===== config.mk =====
export PLATFORM = sky130hd
export DESIGN_NAME = dma_top
export DESIGN_NICKNAME = d
export VERILOG_FILES = /design/src/dma_pkg.sv /design/src/dma_mem_if.sv /design/src/dma_fifo.sv /design/src/dma_regs.sv /design/src/dma_channel.sv /design/src/dma_mem_arbiter.sv /design/src/dma_top.sv
export SDC_FILE = /design/constraint.sdc
export NUM_CORES = 1
export LEC_CHECK = 0
export ABC_AREA = 1
export BUFFER_PORTS_ARGS = -buffer_cell sky130_fd_sc_hd__buf_2
export CAP_MARGIN = 20
export CELL_PAD_IN_SITES_DETAIL_PLACEMENT = 0
export CELL_PAD_IN_SITES_GLOBAL_PLACEMENT = 1
export CORE_ASPECT_RATIO = 1.4
export CORE_UTILIZATION = 35
export DETAILED_ROUTE_END_ITERATION = 10
export PLACE_DENSITY = 0.68
export SLEW_MARGIN = 10
export SYNTH_ARGS = -nofsm -noshare
export SYNTH_HDL_FRONTEND = slang
export SYNTH_SLANG_ARGS = --single-unit
export TNS_END_PERCENT = 10

===== constraint.sdc =====
create_clock -name clk_i -period 8.2 [get_ports clk_i]
set_input_delay 0.41 -clock clk_i [delete_from_list [all_inputs] [get_ports clk_i]]
set_output_delay 0.41 -clock clk_i [all_outputs]
set_load 0.01 [all_outputs]

===== src/dma_pkg.sv =====
package dma_pkg;

    // Word address and data widths
    localparam int ADDR_W = 16;
    localparam int DATA_W = 32;

    // Word count per transfer, zero is not a legal count
    localparam int LEN_W = 8;

    // Copy channels and their index width
    localparam int NUM_CH = 4;
    localparam int CH_W   = 2;

    // Descriptor queue depth
    localparam int REQ_DEPTH = 4;

    // Per channel data buffer, also the limit of reads in flight
    localparam int BUF_DEPTH = 4;

    // Register offsets
    localparam logic [2:0] REG_SRC     = 3'd0;
    localparam logic [2:0] REG_DST     = 3'd1;
    localparam logic [2:0] REG_LEN     = 3'd2;
    localparam logic [2:0] REG_CTRL    = 3'd3;
    localparam logic [2:0] REG_IRQ_CLR = 3'd4;

    // One queued copy job
    typedef struct packed {
        logic [ADDR_W-1:0] src;
        logic [ADDR_W-1:0] dst;
        logic [LEN_W-1:0]  len;
    } dma_desc_t;

endpackage


===== src/dma_mem_if.sv =====
`timescale 1ns/1ps

interface dma_mem_if;

    logic                       req_valid;
    logic                       req_ready;
    logic                       req_we;
    logic [dma_pkg::ADDR_W-1:0] req_addr;
    logic [dma_pkg::DATA_W-1:0] req_wdata;

    // Read return, one pulse per read, in request order
    logic                       rsp_valid;
    logic [dma_pkg::DATA_W-1:0] rsp_rdata;

    modport requester (
        output req_valid, req_we, req_addr, req_wdata,
        input  req_ready, rsp_valid, rsp_rdata
    );

    modport server (
        input  req_valid, req_we, req_addr, req_wdata,
        output req_ready, rsp_valid, rsp_rdata
    );

endinterface


===== src/dma_fifo.sv =====
`timescale 1ns/1ps

module dma_fifo #(
    parameter type payload_t = logic,
    parameter int  DEPTH     = 4
) (
    input  logic                         clk_i,
    input  logic                         rst_ni,
    input  logic                         push_i,
    input  payload_t                     data_i,
    input  logic                         pop_i,
    output payload_t                     data_o,
    output logic                         full_o,
    output logic                         empty_o,
    output logic [$clog2(DEPTH+1)-1:0]   count_o
);

    payload_t                     mem_q [DEPTH];
    logic [$clog2(DEPTH)-1:0]     wr_ptr_q;
    logic [$clog2(DEPTH)-1:0]     rd_ptr_q;
    logic [$clog2(DEPTH+1)-1:0]   count_q;

    // Pointers wrap on their own, DEPTH is a power of two
    always_ff @(posedge clk_i) begin
        if (!rst_ni) begin
            wr_ptr_q <= '0;
            rd_ptr_q <= '0;
            count_q  <= '0;
        end else begin
            if (push_i) begin
                wr_ptr_q <= wr_ptr_q + 1'b1;
            end
            if (pop_i) begin
                rd_ptr_q <= rd_ptr_q + 1'b1;
            end
            case ({push_i, pop_i})
                2'b10:   count_q <= count_q + 1'b1;
                2'b01:   count_q <= count_q - 1'b1;
                default: count_q <= count_q;
            endcase
        end
    end

    always_ff @(posedge clk_i) begin
        if (push_i) begin
            mem_q[wr_ptr_q] <= data_i;
        end
    end

    assign data_o  = mem_q[rd_ptr_q];
    assign full_o  = int'(count_q) == DEPTH;
    assign empty_o = count_q == '0;
    assign count_o = count_q;

    a_no_overflow: assert property (@(posedge clk_i) disable iff (!rst_ni) !(push_i && full_o));
    a_no_underflow: assert property (@(posedge clk_i) disable iff (!rst_ni) !(pop_i && empty_o));

endmodule


===== src/dma_regs.sv =====
`timescale 1ns/1ps

module dma_regs (
    input  logic                       clk_i,
    input  logic                       rst_ni,
    input  logic                       reg_valid_i,
    output logic                       reg_ready_o,
    input  logic [2:0]                 reg_addr_i,
    input  logic [dma_pkg::DATA_W-1:0] reg_wdata_i,
    input  logic [dma_pkg::NUM_CH-1:0] ch_idle_i,
    input  logic [dma_pkg::NUM_CH-1:0] ch_done_i,
    output logic [dma_pkg::NUM_CH-1:0] ch_start_o,
    output dma_pkg::dma_desc_t         ch_desc_o,
    output logic [dma_pkg::NUM_CH-1:0] irq_o
);

    dma_pkg::dma_desc_t         stage_q;
    dma_pkg::dma_desc_t         head;
    dma_pkg::dma_desc_t         desc_q;
    logic                       reg_wr;
    logic                       q_push;
    logic                       q_pop;
    logic                       q_full;
    logic                       q_empty;
    logic [dma_pkg::NUM_CH-1:0] avail;
    logic [dma_pkg::NUM_CH-1:0] pick;
    logic [dma_pkg::NUM_CH-1:0] start_q;
    logic [dma_pkg::NUM_CH-1:0] irq_q;
    logic [dma_pkg::NUM_CH-1:0] irq_clr;

    // Only a start command can stall, and only on a full queue
    assign reg_ready_o = !(reg_addr_i == dma_pkg::REG_CTRL && q_full);
    assign reg_wr      = reg_valid_i && reg_ready_o;
    assign q_push      = reg_wr && reg_addr_i == dma_pkg::REG_CTRL && reg_wdata_i[0];

    always_ff @(posedge clk_i) begin
        if (reg_wr) begin
            case (reg_addr_i)
                dma_pkg::REG_SRC: stage_q.src <= reg_wdata_i[dma_pkg::ADDR_W-1:0];
                dma_pkg::REG_DST: stage_q.dst <= reg_wdata_i[dma_pkg::ADDR_W-1:0];
                dma_pkg::REG_LEN: stage_q.len <= reg_wdata_i[dma_pkg::LEN_W-1:0];
                default: ;
            endcase
        end
    end

    dma_fifo #(
        .payload_t (dma_pkg::dma_desc_t),
        .DEPTH     (dma_pkg::REQ_DEPTH)
    ) u_req_fifo (
        .clk_i   (clk_i),
        .rst_ni  (rst_ni),
        .push_i  (q_push),
        .data_i  (stage_q),
        .pop_i   (q_pop),
        .data_o  (head),
        .full_o  (q_full),
        .empty_o (q_empty),
        .count_o ()
    );

    // A channel started last cycle still shows idle for one more cycle
    assign avail = ch_idle_i & ~start_q;
    assign q_pop = !q_empty && avail != '0;

    always_comb begin
        pick = '0;
        for (int k = 0; k < dma_pkg::NUM_CH; k++) begin
            if (avail[k] && pick == '0) begin
                pick[k] = 1'b1;
            end
        end
    end

    always_ff @(posedge clk_i) begin
        if (!rst_ni) begin
            start_q <= '0;
        end else begin
            start_q <= q_pop ? pick : '0;
        end
    end

    always_ff @(posedge clk_i) begin
        if (q_pop) begin
            desc_q <= head;
        end
    end

    assign irq_clr = (reg_wr && reg_addr_i == dma_pkg::REG_IRQ_CLR) ?
                     reg_wdata_i[dma_pkg::NUM_CH-1:0] : '0;

    // Set beats clear in the same cycle
    always_ff @(posedge clk_i) begin
        if (!rst_ni) begin
            irq_q <= '0;
        end else begin
            irq_q <= (irq_q & ~irq_clr) | ch_done_i;
        end
    end

    assign ch_start_o = start_q;
    assign ch_desc_o  = desc_q;
    assign irq_o      = irq_q;

    a_start_idle: assert property (@(posedge clk_i) disable iff (!rst_ni)
        (ch_start_o & ~ch_idle_i) == '0);

endmodule


===== src/dma_channel.sv =====
`timescale 1ns/1ps

module dma_channel (
    input  logic               clk_i,
    input  logic               rst_ni,
    input  logic               start_i,
    input  dma_pkg::dma_desc_t desc_i,
    output logic               idle_o,
    output logic               done_o,
    dma_mem_if.requester       mem
);

    logic                                    busy_q;
    logic                                    done_q;
    logic                                    hold_q;
    logic                                    hold_we_q;
    logic [dma_pkg::ADDR_W-1:0]              rd_addr_q;
    logic [dma_pkg::ADDR_W-1:0]              wr_addr_q;
    logic [dma_pkg::LEN_W-1:0]               rd_left_q;
    logic [dma_pkg::LEN_W-1:0]               wr_left_q;
    logic [$clog2(dma_pkg::BUF_DEPTH+1)-1:0] inflight_q;
    logic [$clog2(dma_pkg::BUF_DEPTH+1)-1:0] buf_count;
    logic                                    buf_full;
    logic                                    buf_empty;
    logic [dma_pkg::DATA_W-1:0]              buf_data;
    logic                                    want_rd;
    logic                                    want_wr;
    logic                                    rd_hs;
    logic                                    wr_hs;

    // Reads only go out with a free buffer slot reserved for the reply
    assign want_wr = busy_q && !buf_empty;
    assign want_rd = busy_q && rd_left_q != '0 &&
                     int'(inflight_q) + int'(buf_count) < dma_pkg::BUF_DEPTH;

    // Writes win, but a stalled request keeps its kind until taken
    assign mem.req_valid = want_wr || want_rd;
    assign mem.req_we    = hold_q ? hold_we_q : want_wr;
    assign mem.req_addr  = mem.req_we ? wr_addr_q : rd_addr_q;
    assign mem.req_wdata = buf_data;

    assign rd_hs = mem.req_valid && mem.req_ready && !mem.req_we;
    assign wr_hs = mem.req_valid && mem.req_ready && mem.req_we;

    always_ff @(posedge clk_i) begin
        if (!rst_ni) begin
            busy_q     <= 1'b0;
            done_q     <= 1'b0;
            hold_q     <= 1'b0;
            hold_we_q  <= 1'b0;
            rd_left_q  <= '0;
            wr_left_q  <= '0;
            inflight_q <= '0;
        end else begin
            done_q    <= wr_hs && int'(wr_left_q) == 1;
            hold_q    <= mem.req_valid && !mem.req_ready;
            hold_we_q <= mem.req_we;
            if (start_i) begin
                busy_q    <= 1'b1;
                rd_left_q <= desc_i.len;
                wr_left_q <= desc_i.len;
            end else begin
                if (rd_hs) begin
                    rd_left_q <= rd_left_q - 1'b1;
                end
                if (wr_hs) begin
                    wr_left_q <= wr_left_q - 1'b1;
                    if (int'(wr_left_q) == 1) begin
                        busy_q <= 1'b0;
                    end
                end
            end
            case ({rd_hs, mem.rsp_valid})
                2'b10:   inflight_q <= inflight_q + 1'b1;
                2'b01:   inflight_q <= inflight_q - 1'b1;
                default: inflight_q <= inflight_q;
            endcase
        end
    end

    always_ff @(posedge clk_i) begin
        if (start_i) begin
            rd_addr_q <= desc_i.src;
            wr_addr_q <= desc_i.dst;
        end else begin
            if (rd_hs) begin
                rd_addr_q <= rd_addr_q + 1'b1;
            end
            if (wr_hs) begin
                wr_addr_q <= wr_addr_q + 1'b1;
            end
        end
    end

    dma_fifo #(
        .payload_t (logic [dma_pkg::DATA_W-1:0]),
        .DEPTH     (dma_pkg::BUF_DEPTH)
    ) u_buf (
        .clk_i   (clk_i),
        .rst_ni  (rst_ni),
        .push_i  (mem.rsp_valid),
        .data_i  (mem.rsp_rdata),
        .pop_i   (wr_hs),
        .data_o  (buf_data),
        .full_o  (buf_full),
        .empty_o (buf_empty),
        .count_o (buf_count)
    );

    assign idle_o = !busy_q;
    assign done_o = done_q;

    a_rsp_has_room: assert property (@(posedge clk_i) disable iff (!rst_ni)
        mem.rsp_valid |-> !buf_full);

endmodule


===== src/dma_mem_arbiter.sv =====
`timescale 1ns/1ps

module dma_mem_arbiter (
    input  logic                       clk_i,
    input  logic                       rst_ni,
    output logic                       mem_req_valid_o,
    input  logic                       mem_req_ready_i,
    output logic                       mem_req_we_o,
    output logic [dma_pkg::ADDR_W-1:0] mem_req_addr_o,
    output logic [dma_pkg::DATA_W-1:0] mem_req_wdata_o,
    input  logic                       mem_rsp_valid_i,
    input  logic [dma_pkg::DATA_W-1:0] mem_rsp_rdata_i,
    dma_mem_if.server                  ch [dma_pkg::NUM_CH]
);

    logic [dma_pkg::NUM_CH-1:0] req_v;
    logic [dma_pkg::NUM_CH-1:0] req_we;
    logic [dma_pkg::ADDR_W-1:0] req_addr  [dma_pkg::NUM_CH];
    logic [dma_pkg::DATA_W-1:0] req_wdata [dma_pkg::NUM_CH];
    logic [dma_pkg::CH_W-1:0]   last_q;
    logic [dma_pkg::CH_W-1:0]   lock_idx_q;
    logic [dma_pkg::CH_W-1:0]   cand;
    logic [dma_pkg::CH_W-1:0]   pick;
    logic [dma_pkg::CH_W-1:0]   sel;
    logic [dma_pkg::CH_W-1:0]   idx_head;
    logic                       lock_q;
    logic                       hs;
    logic                       idx_empty;

    for (genvar k = 0; k < dma_pkg::NUM_CH; k++) begin : g_ch
        assign req_v[k]     = ch[k].req_valid;
        assign req_we[k]    = ch[k].req_we;
        assign req_addr[k]  = ch[k].req_addr;
        assign req_wdata[k] = ch[k].req_wdata;

        assign ch[k].req_ready = mem_req_ready_i && int'(sel) == k;
        // Reply belongs to the oldest read still open
        assign ch[k].rsp_valid = mem_rsp_valid_i && int'(idx_head) == k;
        assign ch[k].rsp_rdata = mem_rsp_rdata_i;
    end

    // Nearest requester after the last one served
    always_comb begin
        pick = last_q;
        cand = last_q;
        for (int i = dma_pkg::NUM_CH; i >= 1; i--) begin
            cand = last_q + i[dma_pkg::CH_W-1:0];
            if (req_v[cand]) begin
                pick = cand;
            end
        end
    end

    assign sel = lock_q ? lock_idx_q : pick;

    assign mem_req_valid_o = req_v[sel];
    assign mem_req_we_o    = req_we[sel];
    assign mem_req_addr_o  = req_addr[sel];
    assign mem_req_wdata_o = req_wdata[sel];
    assign hs              = mem_req_valid_o && mem_req_ready_i;

    always_ff @(posedge clk_i) begin
        if (!rst_ni) begin
            last_q     <= '1;
            lock_q     <= 1'b0;
            lock_idx_q <= '0;
        end else begin
            lock_q     <= mem_req_valid_o && !mem_req_ready_i;
            lock_idx_q <= sel;
            if (hs) begin
                last_q <= sel;
            end
        end
    end

    dma_fifo #(
        .payload_t (logic [dma_pkg::CH_W-1:0]),
        .DEPTH     (dma_pkg::NUM_CH * dma_pkg::BUF_DEPTH)
    ) u_idx_fifo (
        .clk_i   (clk_i),
        .rst_ni  (rst_ni),
        .push_i  (hs && !mem_req_we_o),
        .data_i  (sel),
        .pop_i   (mem_rsp_valid_i),
        .data_o  (idx_head),
        .full_o  (),
        .empty_o (idx_empty),
        .count_o ()
    );

    a_rsp_expected: assert property (@(posedge clk_i) disable iff (!rst_ni)
        mem_rsp_valid_i |-> !idx_empty);

endmodule


===== src/dma_top.sv =====
`timescale 1ns/1ps

module dma_top (
    input  logic                       clk_i,
    input  logic                       rst_ni,
    input  logic                       reg_valid_i,
    output logic                       reg_ready_o,
    input  logic [2:0]                 reg_addr_i,
    input  logic [dma_pkg::DATA_W-1:0] reg_wdata_i,
    output logic                       mem_req_valid_o,
    input  logic                       mem_req_ready_i,
    output logic                       mem_req_we_o,
    output logic [dma_pkg::ADDR_W-1:0] mem_req_addr_o,
    output logic [dma_pkg::DATA_W-1:0] mem_req_wdata_o,
    input  logic                       mem_rsp_valid_i,
    input  logic [dma_pkg::DATA_W-1:0] mem_rsp_rdata_i,
    output logic [dma_pkg::NUM_CH-1:0] irq_o
);

    logic [dma_pkg::NUM_CH-1:0] ch_start;
    logic [dma_pkg::NUM_CH-1:0] ch_idle;
    logic [dma_pkg::NUM_CH-1:0] ch_done;
    dma_pkg::dma_desc_t         ch_desc;

    dma_mem_if mem_if [dma_pkg::NUM_CH] ();

    dma_regs u_regs (
        .clk_i       (clk_i),
        .rst_ni      (rst_ni),
        .reg_valid_i (reg_valid_i),
        .reg_ready_o (reg_ready_o),
        .reg_addr_i  (reg_addr_i),
        .reg_wdata_i (reg_wdata_i),
        .ch_idle_i   (ch_idle),
        .ch_done_i   (ch_done),
        .ch_start_o  (ch_start),
        .ch_desc_o   (ch_desc),
        .irq_o       (irq_o)
    );

    // One descriptor bus, the start pulse picks the channel
    for (genvar k = 0; k < dma_pkg::NUM_CH; k++) begin : g_ch
        dma_channel u_ch (
            .clk_i   (clk_i),
            .rst_ni  (rst_ni),
            .start_i (ch_start[k]),
            .desc_i  (ch_desc),
            .idle_o  (ch_idle[k]),
            .done_o  (ch_done[k]),
            .mem     (mem_if[k])
        );
    end

    dma_mem_arbiter u_arb (
        .clk_i           (clk_i),
        .rst_ni          (rst_ni),
        .mem_req_valid_o (mem_req_valid_o),
        .mem_req_ready_i (mem_req_ready_i),
        .mem_req_we_o    (mem_req_we_o),
        .mem_req_addr_o  (mem_req_addr_o),
        .mem_req_wdata_o (mem_req_wdata_o),
        .mem_rsp_valid_i (mem_rsp_valid_i),
        .mem_rsp_rdata_i (mem_rsp_rdata_i),
        .ch              (mem_if)
    );

endmodule


==> flow_summary.yaml, run 1 <==
clock_network:
  htree_levels: 3
  clk_pin_slew_ns: 0.06
  cts_resized: 0
  cts_buffers: 106
  clk-insertion-delay-late_ns: 0.71
  clockBufferDepth: 3
  cts_tree: "built"
  cts_root_buffer: "clkbuf_16"
  clock_sinks: 1072
placed_design:
  gp_congestion: 0.8038
  place_hpwl_um: 74920
  dpl_cell_area_um2: 48990
  io_buffers: 110
  dp.cells: 6029
sta:
  finalMaxSlewViolations: 0
  max_freq_ghz: 0.1882
  worst_slew_pin_slew_ns: 0.9818
  slew_headroom: 0.3439
  fin_crit_ns: 5.313
  rsz0062_at_grt: "false"
  tns_ns: 0
  finalCritPeriodShare: 0.6480
  finClkSkew_ns: 0.03480
  setup_viol: 0
  finalHoldViolCount: 0
routing:
  totalWireLength_um: 121400
  first_pass_iters: 5
  drc: 0
  num_vias: 31414
  ant_nets: 0
  wire_per_inst_um: 19.44
  drtIter0Drc: 2236
  via_per_inst: 5.031
yosys:
  synth_cell_types: 53
  ys.flop_type: "edfxtp_1"
  synth_area_um2: 46380
  synth_fa_ha_area_frac: 0.02061
  synthXorXnorAreaFrac: 0.006232
  synth_nets: 4448
  synth_seq_area_share: 0.6595
  synth-simple-area-share: 0.1244
  synth.area.mux_share: 0.002158
  ys_seq_elements: 1072
  synth-edff-count: 912
  synth_compound_area_frac: 0.1366
  yosys_warnings: 0
  synth_async_sr_flop_share: 0
  synth_cells: 4305
  synth_top_family_by_area: "compound AO/OA/AOI/OAI gates"
  syn_avg_cell_area_um2: 10.77
cells_and_area:
  drive_gt1_frac: 0.1035
  fin_cells: 6244
  nFillCells: 12714
  area_growth_syn_to_layout_pct: 13.56
  final_nets: 4548
  stdcell_area_um2: 52670
  multi_input_area_um2: 13630
  regArea_um2: 30600
run_status:
  status: "complete, no violations"
job:
  drv_cap: 0
setup_path:
  critPathRequiredTime_ns: 7.79
  cp_max_fo: 37
  worstPathCellList: "inv_1 > ha_1 > inv_1 > nor3_1 > nand2_1 > nand2_2 > nand3_1 > nand2_1 > nand2_1 > a21oi_1 > nand2_1 > nand2_1 > nand2_2 > nor2_8 > inv_1 > o2111ai_1 > buf_2"
  critPathArrivalTime_ns: 4.90
  worstSetupPathType: "register to output pin"
  crit_path_end_kind: "output pin"
  cpPeakStageDelay_ns: 0.76
  cp-start-kind: "register"
  cp_slowest_cell: "nor2_8"
  critPathTopFamily: "simple AND/OR/NAND/NOR gates"
  cp_common_cell: "nand2_1"
  path_buf_inv: 4
floorplan:
  start_util: 0.3535
  die_h_um: 432.7
  num_rows: 157
  die_area_um2: 134000
  die_w_um: 309.7
  core_um2: 131200
  pin_count: 127
global_route:
  grt_pass1_wl_um: 184300
  track_usage: 0.1812
  grt_max_degree: 82
  first_global_vias: 31117
  overflow: 0
  antenna_found_initial: 7
pwr:
  p_leak_uw: 0.01883
  switchingPower_uw: 6127
  power_frac_comb: 0.299
  peakVddDrop_mv: 0.3201
  powerDensity_nw_per_um2: 322.0
  pwr-share-seq: 0.410
  clkPwrFrac: 0.292
  intPower_uw: 10830
  switching_share: 0.3613
min_path:
  worstHoldPathType: "primary input to register"
cells in the final DEF, fill, tap and decap left out, drive strengths merged, types with 5 or more instances in the layout:
cell type | Yosys | routed
o211ai | 45 | 45
a22oi | 35 | 35
a31oi | 8 | 8
clkinv | 14 | 58
xnor2 | 9 | 9
dlygate4sd3 | 0 | 17
edfxtp | 912 | 912
nor2 | 562 | 562
a221oi | 32 | 32
xor2 | 24 | 24
o21ai | 547 | 547
mux2i | 10 | 10
nand3 | 167 | 167
buf | 34 | 172
fa | 9 | 9
o2111ai | 11 | 11
nand4 | 10 | 10
nor4 | 5 | 5
a21oi | 288 | 288
inv | 398 | 406
nand2 | 572 | 572
clkinvlp | 0 | 14
o21a | 11 | 11
ha | 62 | 62
dfxtp | 160 | 160
o22ai | 152 | 152
nor3 | 42 | 42
bufinv | 0 | 12
clkbuf | 163 | 118
path summary, 6_finish.rpt:
kind	cells past startpoint	to	slack, ns	start
max	17	mem_req_addr_o[5]	2.89	g_ch[2].u_ch.rd_left_q[0]
min	1	g_ch[2].u_ch.u_buf.mem_q[0][26]	0.08	mem_rsp_rdata_i[26]
max reg2reg	23	g_ch[3].u_ch.inflight_q[2]	3.79	g_ch[2].u_ch.rd_left_q[0]
min reg2reg	2	u_regs.irq_o[2]	0.46	g_ch[2].u_ch.done_o
registers in the layout, summed over array words and instances, names as in the netlist, 8 cells and up, named ones only:
register and count:
g_ch.u_ch.u_buf.mem_q 512, u_regs.u_req_fifo.mem_q 160, g_ch.u_ch.rd_addr_q 64, g_ch.u_ch.wr_addr_q 64, u_regs.ch_desc_o 40, u_regs.stage_q 40, g_ch.u_ch.rd_left_q 32, g_ch.u_ch.wr_left_q 32
u_arb.u_idx_fifo.mem_q 32, g_ch.u_ch.inflight_q 12, g_ch.u_ch.u_buf.count_o 12, g_ch.u_ch.u_buf.rd_ptr_q 8, g_ch.u_ch.u_buf.wr_ptr_q 8
Yosys cell counts, drive strengths merged (11+ instances only):
library cell,count,area [µm²]
a221oi,32,280.3
a21oi,288,1441
nand3,167,908.4
edfxtp,912,27390
o21ai,547,2745
o21a,11,82.58
clkinv,14,53.80
o211ai,45,337.8
inv,398,1499
nor3,42,231.5
ha,62,775.7
a22oi,35,262.8
nor2,562,2223
dfxtp,160,3203
o2111ai,11,96.34
clkbuf,163,611.8
nand2,572,2235
o22ai,152,950.9
xor2,24,210.2
buf,34,172.7
cell type report:
cell class | instances | area share
Inverter | 412 | 0.02948
Clock buffer | 118 | 0.05202
Clock inverter | 78 | 0.01461
Tap cell | 1749 | 0.04155
Timing Repair Buffer | 189 | 0.02252
Multi-Input combinational cell | 2624 | 0.2588
Sequential cell | 1072 | 0.5809
Antenna cell | 2 | 0.00009502
cell families (layout without fill, tap and decap cells):
kind of cell / count (synthesis) / in the layout
adder cells (fa/ha/maj): 71 / 71
AND/OR/NAND/NOR: 1370 / 1370
flip-flops: 1072 / 1072
other: 0 / 2
multiplexers: 10 / 10
XOR/XNOR: 33 / 33
buffers and inverters: 609 / 797
AO/OA/AOI/OAI: 1140 / 1140
through the flow:
step	utilization	total power [µW]	hold WS [ns]	setup slack (ns)
after floorplan	-	9952	0.4153	4.749
after global placement	0.3733	12180	0.4403	3.500
after detailed placement	0.3733	12230	0.4354	3.536
after CTS	0.4014	17190	0.02726	2.734
after global routing	0.4014	17890	0.05321	2.535
final	0.4014	16960	0.08082	2.887
worst reg2reg max path: cells and delay by family, from the launching register on:
family	cells	cell delay, ns
and+or+nand+nor	12	2.28
adders and majority gates	3	0.77
AOI/OAI and AO/OA	5	0.64
DFF	1	0.32
buffers and inverters	3	0.27
power by group through the flow:
stage	combinational (µW)	sequential, µW	clock [µW]
finish	5070	6950	4940
floorplan	3050	6910	0
CTS	5190	6950	5050
global placement	5130	7060	0
detailed placement	5160	7070	0
global route	5630	7000	5260
metal layers:
layer,vias up,track usage,wire length [µm]
met4,4,0.06087,3318
met2,670,0.3441,65210
met3,186,0.02741,5592
met1,15173,0.2028,47250
met5,-,0,27
li1,15381,-,-
what timing repair did:
action,4_1_cts,5_1_grt
hold buffers,17,0
endpoints found under the setup margin,0,0
endpoints found under the hold margin,42,0
setup buffers,0,0
(Power assumes the default switching activity.)
==> run 2, diff against run 1 <==
--- a/config.mk
+++ b/config.mk
@@ -5,7 +5,7 @@
 export SDC_FILE = /design/constraint.sdc
 export NUM_CORES = 1
 export LEC_CHECK = 0
-export ABC_AREA = 1
+export ABC_AREA = 0
 export BUFFER_PORTS_ARGS = -buffer_cell sky130_fd_sc_hd__buf_2
 export CAP_MARGIN = 20
 export CELL_PAD_IN_SITES_DETAIL_PLACEMENT = 0
@@ -13,7 +13,7 @@
 export CORE_ASPECT_RATIO = 1.4
 export CORE_UTILIZATION = 35
 export DETAILED_ROUTE_END_ITERATION = 10
-export PLACE_DENSITY = 0.68
+export PLACE_DENSITY = 0.66
 export SLEW_MARGIN = 10
 export SYNTH_ARGS = -nofsm -noshare
 export SYNTH_HDL_FRONTEND = slang
==> constraint.sdc (replaced) <==
create_clock -name clk_i -period 5.1 [get_ports clk_i]
set_input_delay 0.255 -clock clk_i [delete_from_list [all_inputs] [get_ports clk_i]]
set_output_delay 0.255 -clock clk_i [all_outputs]
set_load 0.01 [all_outputs]
==> run 2 against run 1 <==
Compared with the run above:
- die area shrank 2.6%
- synthesized area shrank 2.6%
- clock skew up 0.030 ns
- global-route usage shrank 0.69 points
- critical path type unchanged
- largest cell class unchanged
- largest power group unchanged
==> flow_summary.yaml, run 2 <==
setup_path:
  critPathRequiredTime_ns: 4.85
  rr_startpoint: "g_ch[0].u_ch.u_buf.count_o[2]"
  critPathTopFamily: "compound AO/OA/AOI/OAI gates"
  reg2reg_depth: 11
  r2r-end: "u_arb.u_idx_fifo.mem_q[3][1]"
  cp-start-kind: "register"
  critPathArrivalTime_ns: 4.58
  crit_start: "g_ch[3].u_ch.rd_left_q[3]"
  cp_max_fo: 17
  cpPeakStageDelay_ns: 0.55
  path_buf_inv: 1
  crit_path_end_kind: "output pin"
  worstPathCellList: "or4_4 > o311ai_2 > and2_1 > a21o_4 > a22oi_1 > o221ai_1 > and2_2 > a21oi_1 > o211ai_1 > buf_2"
  worstSetupPathType: "register to output pin"
  cp_slowest_cell: "o311ai_2"
  rrSetupSlack_ns: 0.74
clock_network:
  post_cts_buffers: 0
  cts_tree: "built"
  clock_sinks: 1072
  htree_levels: 3
  cts_buffers: 109
  clockBufferDepth: 3
  clk-insertion-delay-late_ns: 0.73
  cts_root_buffer: "clkbuf_16"
  clk_pin_slew_ns: 0.06
yosys:
  synth_nets: 3182
  synth.area.mux_share: 0.1067
  synth_area_leader_cell: "edfxtp_1"
  synthXorXnorAreaFrac: 0.03800
  synth_fa_ha_area_frac: 0.02116
  synth_cell_types: 83
  synth.area.top_cells: "edfxtp_1 61%, mux4_2 8.9%, dfxtp_1 7.1%, nand2_1 3.1%, xor2_1 2.5%"
  ys.flop_type: "edfxtp_1"
  synth_cells: 3039
  synth_async_sr_flop_share: 0
  synth_seq_area_share: 0.6771
  synth-edff-count: 912
  syn_avg_cell_area_um2: 14.87
  synth_top_area_frac: 0.6062
  synth-simple-area-share: 0.08765
  synth_top_family_by_area: "multiplexers"
  synth_area_um2: 45180
  yosys_warnings: 0
  ys_seq_elements: 1072
  synth_common_cells: "912 x edfxtp_1, 376 x nand2_1, 178 x mux4_2"
  synth_compound_area_frac: 0.05054
  yosysMostFrequentCell: "edfxtp_1"
cells_and_area:
  final_nets: 3371
  drive_gt1_frac: 0.1908
  nFillCells: 11685
  final_cell_mix: "912 x edfxtp_1, 375 x nand2_1, 178 x mux4_2, 172 x o21ai_0, 146 x dfxtp_1"
  area_growth_syn_to_layout_pct: 15.30
  stdcell_area_um2: 52090
  final_common_cell: "edfxtp_1"
  top_regs: "g_ch.u_ch.u_buf.mem_q: 512 flops, u_regs.u_req_fifo.mem_q: 160 flops"
  largest_reg_flops: 512
  largest-register: "g_ch.u_ch.u_buf.mem_q"
sta:
  finalMaxSlewViolations: 0
  finalCritPeriodShare: 0.9479
  finalHoldViolCount: 0
  setup_viol: 0
  slew_headroom: 0.3267
  tns_ns: 0
  finClkSkew_ns: 0.06442
  fin_crit_ns: 4.834
  max_freq_ghz: 0.2069
  rsz0062_at_grt: "false"
  worst_slew_pin_slew_ns: 1.010
routing:
  ant_nets: 0
  drc: 0
  num_vias: 25728
  totalWireLength_um: 113300
  via_per_inst: 5.180
  first_pass_iters: 5
  drtIter0Drc: 1679
  wire_per_inst_um: 22.81
global_route:
  overflow: 0
  grt_max_degree: 71
  track_usage: 0.1743
  antenna_found_initial: 2
  grt_pass1_wl_um: 168900
  first_global_vias: 26590
pwr:
  powerDensity_nw_per_um2: 466.0
  p_leak_uw: 0.01705
  peakVddDrop_mv: 0.4179
run_status:
  status: "complete, no violations"
floorplan:
  core_um2: 127800
  die_w_um: 305.6
  die_area_um2: 130500
  start_util: 0.3535
  die_h_um: 427.1
  pin_count: 127
  num_rows: 155
min_path:
  whs_path_depth: 3
  hp-start: "rst_ni"
  hold-path-endpoint: "u_arb.last_q[1]"
  worstHoldPathType: "primary input to register"
placed_design:
  dpl_cell_area_um2: 47860
  gp_congestion: 0.8319
  place_hpwl_um: 72890
  io_buffers: 110
job:
  drv_cap: 0
[run 2: cell count changes after synthesis, sizes merged, moves of 149 or more]
cell and delta:
nor2 -437, mux4 +178, a21oi -181, nand2 -195, inv -331, o21ai -371
o22ai -149
[run 2: how the worst max path moves through the flow]
stage | endpoint | cells past startpoint
detailed placement | u_arb.u_idx_fifo.mem_q[3][1] | 11
CTS | mem_req_addr_o[15] | 11
finish | mem_req_addr_o[15] | 10
global placement | mem_req_addr_o[15] | 10
floorplan | g_ch[1].u_ch.inflight_q[2] | 14
global route | mem_req_addr_o[1] | 10
[run 2: per-stage QoR]
stage	hold WS (ns)	instances	setup slack (ns)	util	power (µW)
6_report	0.08573	4967	0.2656	0.4076	24270
5_1_grt	0.07986	4966	0.01254	0.4076	25270
3_5_place_dp	0.4297	4712	0.6104	0.3745	16370
2_1_floorplan	0.3539	3039	1.155	-	13820
4_1_cts	0.03302	4965	0.05726	0.4073	24610
3_3_place_gp	0.4249	4712	0.6856	0.3745	16320
[run 2: cell families after synthesis]
| family | after synthesis |
|---|---|
| buf+inv | 221 |
| mux | 254 |
| fa+ha+maj | 71 |
| simple gates | 834 |
| xor+xnor | 196 |
| flops | 1072 |
| compound gates | 391 |
[run 2: per-layer routing]
| layer | global-route usage | wire, µm | vias up |
|---|---|---|---|
| li1 | - | - | 11892 |
| met1 | 0.2059 | 44820 | 13075 |
| met2 | 0.3195 | 59890 | 589 |
| met3 | 0.02283 | 4894 | 170 |
| met4 | 0.06809 | 3671 | 2 |
| met5 | 0 | 11 | - |
[run 2: cell type report]
| cell class | count | area, µm² | area share |
|---|---|---|---|
| Sequential cell | 1072 | 30610 | 0.5876 |
| Antenna cell | 1 | 2.502 | 0.00004804 |
| Tap cell | 1648 | 2062 | 0.03958 |
| Timing Repair Buffer | 231 | 1689 | 0.03243 |
| Clock inverter | 61 | 744.5 | 0.01429 |
| Multi-Input combinational cell | 1746 | 13790 | 0.2648 |
| Clock buffer | 140 | 2935 | 0.05635 |
| Inverter | 68 | 257.7 | 0.004948 |
[run 2: timing repair]
item / 4_1_cts / 5_1_grt
hold buffers: 52 / 0
hold endpoints to repair: 565 / 0
cloned: 0 / 0
endpoints found under the setup margin: 3 / 8
pin swaps: 0 / 0
gates resized for setup: 1 / 4
[run 2: power by group]
| part | internal [µW] | switching (µW) |
|---|---|---|
| registers | 10400 | 987 |
| logic | 1670 | 3040 |
| clock network | 4740 | 3450 |
| total | 16800 | 7470 |
[run 2: worst reg2reg max path: cells and delay by family (launching register included)]
| kind | cells | cell delay (ns) |
|---|---|---|
| buf+inv | 1 | 0.36 |
| flops | 1 | 0.33 |
| fa+ha+maj | 1 | 0.29 |
| compound gates | 3 | 1.25 |
| simple gates | 4 | 1.28 |
| mux | 2 | 0.53 |
==> run 3, diff against run 2 <==
--- a/config.mk
+++ b/config.mk
@@ -12,8 +12,9 @@
 export CELL_PAD_IN_SITES_GLOBAL_PLACEMENT = 1
 export CORE_ASPECT_RATIO = 1.4
 export CORE_UTILIZATION = 35
+export CTS_BUF_LIST = sky130_fd_sc_hd__clkbuf_8
 export DETAILED_ROUTE_END_ITERATION = 10
-export PLACE_DENSITY = 0.66
+export PLACE_DENSITY = 0.68
 export SLEW_MARGIN = 10
 export SYNTH_ARGS = -nofsm -noshare
 export SYNTH_HDL_FRONTEND = slang
==> constraint.sdc (replaced) <==
create_clock -name clk_i -period 4.3 [get_ports clk_i]
set_input_delay 0.215 -clock clk_i [delete_from_list [all_inputs] [get_ports clk_i]]
set_output_delay 0.215 -clock clk_i [all_outputs]
set_load 0.01 [all_outputs]
==> run 3 against run 2 <==
Compared with the run above:
- register-to-register slack worse by 0.57 ns
- non-clock buffer count up 66
- combinational power up 43%
- worst setup slack worse by 0.15 ns
- critical path type unchanged
- largest cell class unchanged
- largest power group unchanged
- clock skew down 0.0091 ns
- sequential cell count unchanged
==> flow_summary.yaml, run 3 (synthesis gave the netlist of run 2 again) <==
clock_network:
  clk-insertion-delay-late_ns: 0.87
  cts_buffers: 168
  clk_pin_slew_ns: 0.07
  cts_root_buffer: "clkbuf_8"
  cts_tree: "built"
  clockBufferDepth: 3
  clock_sinks: 1072
  htree_levels: 4
placed_design:
  place_ws_ns: 0.2234
  io_buffers: 110
  dp.cells: 4749
  place_hpwl_um: 74360
  gp_congestion: 0.8315
sta:
  fin_crit_ns: 4.180
  finalMaxSlewViolations: 0
  setup_viol: 0
  max_freq_ghz: 0.2393
  finalCritPeriodShare: 0.9720
  rsz0062_at_grt: "true"
  worst_slew_pin_slew_ns: 1.053
  setup_slack_ns: 0.1204
  slew_headroom: 0.2981
  finClkSkew_ns: 0.05530
  finalHoldViolCount: 0
pwr:
  peakVddDrop_mv: 0.4614
  powerDensity_nw_per_um2: 540.4
  finalPower_uw: 28530
  p_leak_uw: 0.01758
setup_path:
  worstSetupPathType: "register to output pin"
  cp-start-kind: "register"
  cp_max_fo: 21
  crit_path_end_kind: "output pin"
  cpPeakStageDelay_ns: 0.56
  critPathRequiredTime_ns: 4.09
  worstPathCellList: "or4_4 > o311ai_4 > nand2_1 > nor3_2 > o31a_2 > buf_12 > buf_12 > nand2_1 > and3_1 > a31oi_1 > buf_4 > buf_2"
  critPathArrivalTime_ns: 3.96
  cp_slowest_cell: "or4_4"
routing:
  first_pass_iters: 5
  num_vias: 26424
  totalWireLength_um: 116200
  drc: 0
  ant_nets: 0
  drtIter0Drc: 1899
  wire_per_inst_um: 22.62
  via_per_inst: 5.143
floorplan:
  core_um2: 127800
  die_h_um: 427.1
  die_area_um2: 130500
  pin_count: 127
  die_w_um: 305.6
  num_rows: 155
  start_util: 0.3535
cells_and_area:
  largest-register: "g_ch.u_ch.u_buf.mem_q"
  nFillCells: 11745
  largest_reg_flops: 512
  area_growth_syn_to_layout_pct: 16.87
  final_common_cell: "edfxtp_1"
  final_nets: 3496
  fin_cells: 5138
  top_regs: "g_ch.u_ch.u_buf.mem_q: 512 flops, u_regs.u_req_fifo.mem_q: 160 flops"
  drive_gt1_frac: 0.2299
  final_cell_mix: "912 x edfxtp_1, 371 x nand2_1, 178 x mux4_2, 176 x clkbuf_8, 172 x o21ai_0"
job:
  drv_cap: 0
global_route:
  grt_pass1_wl_um: 174700
  first_global_vias: 27720
  track_usage: 0.1805
  antenna_found_initial: 3
  overflow: 0
  grt_max_degree: 71
run_status:
  status: "complete, no violations"
min_path:
  worstHoldPathType: "primary input to register"
[run 3: cell count changes in the layout (fill, tap and decap cells not counted), moves of 13 or more]
cell,before,now
a21oi_1,104,90
clkbuf_1,23,0
inv_1,65,121
clkbuf_16,110,0
clkbuf_8,7,176
buf_4,61,96
clkinv_1,16,34
a21oi_2,2,15
[run 3: final cells by class]
class,count,area [µm²],area share
Antenna cell,1,2.502,0.00004740
Clock buffer,176,2422,0.04588
Clock inverter,130,768.2,0.01455
Inverter,68,270.3,0.005119
Multi-Input combinational cell,1746,14180,0.2685
Sequential cell,1072,30620,0.5800
Tap cell,1648,2062,0.03905
Timing Repair Buffer,297,2475,0.04687
[run 3: repair_timing]
item	in CTS	in global routing
buffers inserted	13	2
endpoints found under the setup margin	50	49
hold buffers	63	0
endpoints found under the hold margin	684	0
gates cloned	5	0
resized for setup	73	32
pin swaps	14	17
[run 3: power breakdown]
part           internal (µW)  switching (µW)
registers              12300            1230
clock network           4140            4110
logic                   2710            4020
total                  19200            9350
[run 3: path summary, 6_finish.rpt]
check / start / endpoint / slack [ns] / cells past startpoint
setup / recovery: g_ch[3].u_ch.rd_left_q[3] / mem_req_wdata_o[6] / 0.12 / 12
hold / removal: reg_wdata_i[4] / u_regs.stage_q[12] / 0.11 / 2
setup reg to reg: g_ch[0].u_ch.rd_left_q[6] / g_ch[3].u_ch.u_buf.count_o[2] / 0.17 / 17
hold reg to reg: u_regs.stage_q[33] / u_regs.u_req_fifo.mem_q[3][33] / 0.48 / 0
[run 3: metal layers]
metal | global-route usage | part of all wire | vias up
met3 | 0.03080 | 0.044 | 204
li1 | - | - | 12176
met1 | 0.2092 | 0.39 | 13349
met4 | 0.07747 | 0.036 | 2
met5 | 0 | 0.000095 | -
met2 | 0.3271 | 0.53 | 693
[run 3: per-stage QoR]
step	instance area [µm²]	setup TNS [ns]	util	hold WS [ns]
final	52800	0	0.4131	0.1097
after global routing	52800	-0.1876	0.4131	0.03972
after CTS	52670	-0.009802	0.4121	0.0003502
after detailed placement	48230	0	0.3773	0.4083
after global placement	48230	0	0.3773	0.4054
after floorplan	45180	0	-	0.3139
[run 3: critical path, delay by kind of cell, from the launching register on]
| family | cells | cell delay [ns] |
|---|---|---|
| flops | 1 | 0.34 |
| buf+inv | 4 | 0.63 |
| compound gates | 3 | 0.76 |
| simple gates | 5 | 1.37 |
